## config.mk

```make
export PLATFORM = sky130hd
export DESIGN_NAME = pi_wb_ctrl_flat
export DESIGN_NICKNAME = d
export VERILOG_FILES = /design/src/pi_pkg.sv /design/src/pi_ctrl_if.sv /design/src/pi_wb_ctrl.sv /design/src/flat_wrapper.sv
export VERILOG_INCLUDE_DIRS = /design/src /design/src/src
export SDC_FILE = /design/constraint.sdc
export NUM_CORES = 1
export LEC_CHECK = 0
export BUFFER_PORTS_ARGS = -buffer_cell sky130_fd_sc_hd__buf_2
export CAP_MARGIN = 10
export CORE_ASPECT_RATIO = 1.2
export CORE_MARGIN = 1
export CORE_UTILIZATION = 35
export CTS_BUF_LIST = sky130_fd_sc_hd__clkbuf_16
export DETAILED_ROUTE_END_ITERATION = 6
export SETUP_SLACK_MARGIN = 0.15
export SLEW_MARGIN = 20
export SYNTH_ARGS = -nofsm -noshare
export SYNTH_HDL_FRONTEND = slang
export SYNTH_SLANG_ARGS = --single-unit
```

## constraint.sdc

```tcl
create_clock -name clk -period 1.7 [get_ports clk]
set_clock_uncertainty 0.05 [all_clocks]
set_input_delay 0.255 -clock clk [delete_from_list [all_inputs] [get_ports clk]]
set_output_delay 0.255 -clock clk [all_outputs]
set_load 0.02 [all_outputs]
```

## src/pi_cfg.svh

```systemverilog
// fs-based blender timing; get_time and delay need a real named tu (seconds per time unit) in scope
`ifndef PI_CFG_SVH
`define PI_CFG_SVH

// phase grid
`define PI_NPH    4          // input phases, power of two
`define PI_NFINE  3          // fine stages, 2**3 steps per coarse step

// blender cell timing in fs
`define PI_TD_FS  1000000    // 1 ns per blender cell
`define PI_RJ_FS  0          // peak random jitter, off by default

// register map
`define PI_ADDR_W 2          // code and ctrl at 0 and 1, rest unmapped

// time helpers for the behavioral cells
`define get_time  ($realtime * tu)
`define delay(t)  #((t) / tu)

`endif

```

## src/pi_pkg.sv

```systemverilog
// types for the register word and the blender model class; the class is simulation only
`include "pi_cfg.svh"

package pi_pkg;

    localparam int pi_coarse_w = $clog2(`PI_NPH);          // coarse code bits
    localparam int pi_fine_w   = `PI_NFINE;                // fine code bits
    localparam int pi_word_w   = pi_coarse_w + pi_fine_w;  // wishbone data width

    // code register view, coarse in the msbs
    typedef struct packed {
        logic [pi_coarse_w-1:0] coarse;  // picks phase pair
        logic [pi_fine_w-1:0]   fine;    // position inside pair
    } phase_code_t;

    // control register view
    typedef struct packed {
        logic [pi_word_w-2:0] rsvd;  // reads zero
        logic                 enable;
    } pi_ctrl_t;

    // one bus word, meaning depends on address
    typedef union packed {
        phase_code_t code;
        pi_ctrl_t    ctrl;
    } pi_reg_word_t;

    typedef enum logic [`PI_ADDR_W-1:0] {
        PI_ADDR_CODE = 0,
        PI_ADDR_CTRL = 1
    } pi_addr_e;

    // blender cell parameters, all in seconds
    class pi_param;
        real td_mixer1b;  // cell delay
        real rj_pk;       // peak jitter

        function new();
            td_mixer1b = `PI_TD_FS * 1.0e-15;
            rj_pk      = `PI_RJ_FS * 1.0e-15;
        endfunction

        // uniform jitter in +-rj_pk
        function real get_rj_mixer1b();
            if (rj_pk == 0.0) return 0.0;
            return rj_pk * (($urandom_range(2000) / 1000.0) - 1.0);
        endfunction
    endclass

endpackage

```

## src/pi_ctrl_if.sv

```systemverilog
// settings from the register block to the datapath; code only valid for capture on update
`timescale 1ns/1ns

interface pi_ctrl_if (
    input logic clk  // register clock, datapath captures on it
);
    import pi_pkg::*;

    phase_code_t code;    // coarse and fine code
    logic        enable;  // output gate
    logic        update;  // one clk pulse, capture point for code

    // register side
    modport ctrl (
        output code,
        output enable,
        output update
    );

    // datapath side
    modport dp (
        input clk,
        input code,
        input enable,
        input update
    );

endinterface

```

## src/pi_wb_ctrl.sv

```systemverilog
// wishbone classic slave, single cycle registered ack; update only when a write changes a value
`timescale 1ns/1ns
`include "pi_cfg.svh"

module pi_wb_ctrl (
    input  logic                   clk,
    input  logic                   rst_n,
    input  logic                   wb_cyc,
    input  logic                   wb_stb,
    input  logic                   wb_we,
    input  logic [`PI_ADDR_W-1:0]  wb_adr,
    input  pi_pkg::pi_reg_word_t   wb_dat_w,
    output pi_pkg::pi_reg_word_t   wb_dat_r,
    output logic                   wb_ack,
    pi_ctrl_if.ctrl                ctl
);
    import pi_pkg::*;

    phase_code_t  code_q;    // phase code register
    logic         en_q;      // enable bit
    logic         upd_pend;  // write changed something, set with ack
    logic         upd_q;     // update strobe, cycle after ack
    logic         acc;       // new access this cycle
    logic         wr_chg;    // write data differs from register
    pi_addr_e     adr_e;
    pi_reg_word_t rd_word;

    assign adr_e = pi_addr_e'(wb_adr);  // out of range values stay unmapped

    // one access per stb, ack blocks a second one
    assign acc = wb_cyc & wb_stb & ~wb_ack;

    // compare only the implemented bits
    always_comb begin
        wr_chg = 1'b0;
        case (adr_e)
            PI_ADDR_CODE: wr_chg = (wb_dat_w.code != code_q);
            PI_ADDR_CTRL: wr_chg = (wb_dat_w.ctrl.enable != en_q);
            default:      wr_chg = 1'b0;  // unmapped write ignored
        endcase
    end

    // readback mux
    always_comb begin
        rd_word = '0;
        case (adr_e)
            PI_ADDR_CODE: rd_word.code = code_q;
            PI_ADDR_CTRL: rd_word.ctrl.enable = en_q;  // rsvd stays 0
            default:      rd_word = '0;
        endcase
    end

    always_ff @(posedge clk or negedge rst_n) begin
        if (!rst_n) begin
            wb_ack   <= 1'b0;
            code_q   <= '0;
            en_q     <= 1'b0;
            upd_pend <= 1'b0;
            upd_q    <= 1'b0;
        end else begin
            wb_ack   <= acc;                    // one clk after stb seen
            upd_pend <= acc & wb_we & wr_chg;
            upd_q    <= upd_pend;               // lands after the ack cycle
            if (acc && wb_we) begin
                case (adr_e)
                    PI_ADDR_CODE: code_q <= wb_dat_w.code;
                    PI_ADDR_CTRL: en_q   <= wb_dat_w.ctrl.enable;
                    default: ;
                endcase
            end
        end
    end

    // read data, valid together with ack
    always_ff @(posedge clk) begin
        if (acc) begin
            wb_dat_r <= rd_word;
        end
    end

    assign ctl.code   = code_q;
    assign ctl.enable = en_q;
    assign ctl.update = upd_q;

endmodule

```

## src/flat_wrapper.sv

```systemverilog
// flat-port wrapper written by rule: the top's interface ports become plain ports
module pi_wb_ctrl_flat import pi_pkg::*;
  (clk, rst_n, wb_cyc, wb_stb, wb_we, wb_adr, wb_dat_w, wb_dat_r, wb_ack, ctl_code, ctl_enable, ctl_update);
  pi_ctrl_if ctl_i (.clk(clk));
  input  logic clk;
  input  logic rst_n;
  input  logic wb_cyc;
  input  logic wb_stb;
  input  logic wb_we;
  input  logic [`PI_ADDR_W-1:0] wb_adr;
  input  pi_pkg::pi_reg_word_t wb_dat_w;
  output pi_pkg::pi_reg_word_t wb_dat_r;
  output logic wb_ack;
  output wire logic [$bits(ctl_i.code)-1:0] ctl_code;
  output wire logic [$bits(ctl_i.enable)-1:0] ctl_enable;
  output wire logic [$bits(ctl_i.update)-1:0] ctl_update;
  assign ctl_code = ctl_i.code;
  assign ctl_enable = ctl_i.enable;
  assign ctl_update = ctl_i.update;
  pi_wb_ctrl u_core (.clk(clk), .rst_n(rst_n), .wb_cyc(wb_cyc), .wb_stb(wb_stb), .wb_we(wb_we), .wb_adr(wb_adr), .wb_dat_w(wb_dat_w), .wb_dat_r(wb_dat_r), .wb_ack(wb_ack), .ctl(ctl_i));
endmodule
```

## Word-level counts from Yosys, hierarchy flattened

Cells that the tools add are included.

| operators by class | value |
|---|---|
| $add $sub $neg | 0 |
| multipliers | 0 |
| div/mod/pow operators | 0 |
| magnitude comparators | 0 |
| equality and inequality tests | 3 |
| shift-type cells | 0 |
| mux-type cells | 2 |
| bitwise operators | 5 |
| reduce and logical (&&, ||, !) cells | 4 |

Operator list:

| cell | number |
|---|---|
| $ne 5x5->1 | 1 |
| $and 1x1->1 | 4 |
| $pmux 1 s2 | 2 |
| $reduce_and 2->1 | 2 |
| $eq 2x1->1 const B | 1 |
| $logic_not 2->1 | 1 |
| $logic_and 1x1->1 | 1 |
| $ne 1x1->1 | 1 |
| $not 1->1 | 1 |

| storage, ports and cells | value |
|---|---|
| register bits after elaboration | 14 |
| bits in latches | 0 |
| RAM bits | 0 |
| memory bits (read-only) | 0 |
| input bits | 12 |
| output and inout port bits | 13 |
| memories | 0 |

## Longest topological paths before layout

| depth | value |
|---|---|
| depth in word-level cells | 4 |
| gate-level depth with buffers | 4 |

## Worst setup path before layout

No wires, ideal clock.

| path | value |
|---|---|
| kind | register to register |
| from | register u_core.wb_ack |
| to | register u_core.code_q, in the netlist u_core.ctl.code[0] |
| data arrival time | 1346 ps |
| required time | 1525 ps |
| slack | 178 ps |
| stages on the path, launching flop included | 5 |
| buffers on the path | 1 |
| period minus slack after synthesis | 1522 ps |
| path through | dfrtp_1 and4b_4 and2_4 buf_6 mux2_4 |

| on the way | value |
|---|---|
| word-level cells in the longest chain between the ends | 4 |

Ends and longest elaborated chain:

| item | RTL line | text |
|---|---|---|
| from (decl) | pi_wb_ctrl.sv:14 | `output logic wb_ack,` |
| from (signal assigned) | pi_wb_ctrl.sv:55 | `wb_ack <= 1'b0;` |
| from (signal assigned) | pi_wb_ctrl.sv:61 | `wb_ack <= acc;` |
| $not 1->1 | pi_wb_ctrl.sv:31 | `assign acc = wb_cyc & wb_stb & ~wb_ack;` |
| $and 1x1->1 | pi_wb_ctrl.sv:31 |  |
| $logic_and 1x1->1 | pi_wb_ctrl.sv:64 | `if (acc && wb_we) begin` |
| $reduce_and 2->1 (no line) | - |  |
| to (signal assigned) | pi_wb_ctrl.sv:66 | `PI_ADDR_CODE: code_q <= wb_dat_w.code;` |
| to (decl) | pi_wb_ctrl.sv:19 | `phase_code_t code_q;` |

No other way between the ends.
A chain may end at the register's enable or synchronous reset.

## Final worst setup path

Ends and elaborated chain as after synthesis.

==> results.py <==
metrics = {
    "power": {
        "p_leak_nw": 0.417,
        "p_per_area_nw_per_um2": 1280,
        "ir_drop_uv": 494,
    },
    "clock_tree": {
        "cts_max_level": 1,
        "clk_pin_slew_worst_paths_ns": 0.04,
        "cts-root-buf": "clkbuf_16",
        "cts_tree": "built",
        "clock_path_buffers": 2,
        "cts_buffers": 3,
        "clkSinkCount": 14,
        "clk_latency_ns": 0.24,
    },
    "setup_path": {
        "required_ns": 1.77,
        "critical_path.max_fanout": 5,
        "worst-setup-path-type": "reg -> reg",
        "startpoint_type": "flip-flop",
        "critPathCaptureType": "flip-flop",
        "cp.arrival_ns": 1.49,
    },
    "yosys": {
        "synthDistinctLibCells": 18,
        "synth_top_area_share_pct": 35.3,
        "yosys.area.top_type": "dfrtp_1",
        "post-synth-top-count-cell": "dfrtp_1",
        "avgSynthCellArea_um2": 14.8,
        "yosysWarnings": 0,
        "ys.flop_type": "dfrtp_1",
        "syn_area_um2": 638,
        "synthTopCellsByCount": "dfrtp_1, xor2_1, edfxtp_1, mux2_4, and2_1",
        "synthMuxAreaShare_pct": 15.1,
        "synth_edf_count": 5,
        "syn_inst": 43,
        "synth_top_family_by_area": "multiplexers",
        "synth_area_leaders": "dfrtp_1, edfxtp_1, mux2_4, xor2_1, and2_1",
        "yosys.area_share.xor_xnor_pct": 8.24,
        "ys_ff_latch": 14,
        "yosysSeqAreaShare_pct": 58.8,
        "synth-adder-area-share_pct": 0,
        "synthSimpleGateAreaFrac_pct": 13.5,
        "synth_compound_area_share_pct": 2.55,
        "synth_fp_nets": 55,
        "synth-async-reset-ratio_pct": 64.3,
    },
    "global_routing": {
        "grtUsageMet2_pct": 18.2,
        "antenna_found_initial": 0,
        "overflow": 0,
        "met1_usage_pct": 16.2,
        "track_usage_pct": 13.0,
        "grt_max_degree": 10,
        "grt_pass1_wl_mm": 1.75,
        "use_met3_pct": 4.11,
        "top_usage_layer": "met2",
        "grt_pass1_vias": 402,
    },
    "drt": {
        "first_pass_iters": 3,
        "via_count": 423,
        "totalWireLength_mm": 1.07,
        "drt_iter0_drc": 5,
        "wl_per_cell_um": 12.0,
        "viasPerCell": 4.75,
        "drc": 0,
        "ant_nets": 0,
    },
    "outcome": {
        "status": "finished, final reports clean",
    },
    "hold_path": {
        "hold_path_class": "in -> reg",
    },
    "sta": {
        "fin_crit_ns": 1.41,
        "slew_viol_final": 0,
        "hold_viol": 0,
        "worst_slew_pin_slew_ns": 0.444,
        "rsz0062_at_grt": "no",
        "fmax_mhz": 707,
        "relSlewSlack_pct": 70.3,
        "post-route-period-util_pct": 83.2,
        "setup_tns_ns": 0,
        "setup_violations": 0,
        "fin_hold_ws_ns": 0.222,
    },
    "layout": {
        "layout-drive-gt1-share_pct": 50.7,
        "stdcell_count": 89,
        "antennaDiodeCount": 0,
        "area.growth.synth_to_final_pct": 34.5,
        "fillers": 153,
        "nNetsFinal": 84,
    },
    "die": {
        "fp.coreArea_um2": 1660,
        "row_count": 16,
        "die_h_um": 48.8,
        "initial_core_util_pct": 38.4,
        "die_area_um2": 2000,
        "die_w_um": 41.0,
        "io_pins": 25,
    },
    "placed_design": {
        "gp_congestion": 0.682,
        "io_buffer_count": 24,
        "dp.cells": 84,
        "dpl.hpwl_um": 802,
    },
    "job": {
        "max_cap_violations": 0,
    },
}
## where the power goes
part,switching (W),internal (W),total [W]
Combinational,0.000112,0.000108,0.000220
Clock,0.000127,0.000310,0.000437
Sequential,0.0000432,0.000398,0.000442
## sequential cells by signal, summed over array words and instances, names as in the netlist
name               count
u_core.ctl.enable      1
u_core.ctl.update      1
u_core.wb_dat_r        5
u_core.wb_ack          1
u_core.ctl.code        5
u_core.upd_pend        1
## final timing paths
check	to	depth (start not counted)	slack [ns]	startpoint
worst max-delay path	u_core.ctl.code[0]	3	0.29	u_core.wb_ack
worst min-delay path	u_core.ctl.code[1]	2	0.22	wb_dat_w[1]
worst max register to register	u_core.ctl.code[0]	3	0.29	u_core.wb_ack
worst min register to register	u_core.ctl.update	0	0.29	u_core.upd_pend
max in group asynchronous	u_core.ctl.code[1]	2	1.06	rst_n
min in group asynchronous	u_core.ctl.update	2	0.36	rst_n
## critical path: stages (launching register included)
cell,delay [ns]
dfrtp_1,0.38
and4b_4,0.36
and2_4,0.21
mux2_4,0.30
## placed cells by master (no fill, tap or decap)
cell           count
o211ai_1           1
xor2_1             6
o311ai_0           1
nand4b_1           1
nor2_2             1
nand3b_1           1
and2_4             1
mux2i_1            1
dlygate4sd3_1      1
clkbuf_16          3
dfrtp_1            9
mux2_4             5
nor2_1             2
and4b_4            1
clkinv_1           1
mux2_2             1
and2_1             4
buf_2             24
edfxtp_1           5
nand3_1            1
nand2_1            1
## per-layer routing
| metal | vias to the layer above | routed length, µm |
|---|---|---|
| met3 | 5 | 70 |
| met2 | 18 | 508 |
| met5 | - | 0 |
| li1 | 208 | - |
| met1 | 192 | 455 |
| met4 | 0 | 35 |
## layout make-up
class                      instances  area (µm²)  share of cell area (%)
sequential                        14         375                    43.7
multi-input combinational         28         251                    29.3
timing repair buffer              25         130                    15.2
clock buffer                       3        75.1                    8.75
tap                               18        22.5                    2.62
clock inverter                     1        3.75                   0.437
## per-stage QoR
step	power [W]	setup slack (ns)	utilization (%)	cell area (µm²)
floorplan	0.000586	0.178	-	638
global placement	0.000665	0.307	46.3	769
detailed placement	0.000666	0.284	46.3	769
CTS	0.00111	0.276	51.7	858
global route	0.00116	0.236	51.7	858
finish	0.00110	0.286	51.7	858
## cells by family (layout without fill, tap and decap cells)
family,after synthesis,count (layout)
mux,7,7
buf+inv,1,29
simple gates,13,13
flops,14,14
xor+xnor,6,6
compound gates,2,2
## repair_timing
item / in CTS / in global routing
endpoints found under the hold margin: 9 / 0
gates resized for setup: 0 / 0
setup buffers: 0 / 0
hold buffers: 1 / 0
No activity file was read; power rests on OpenSTA's default activity.
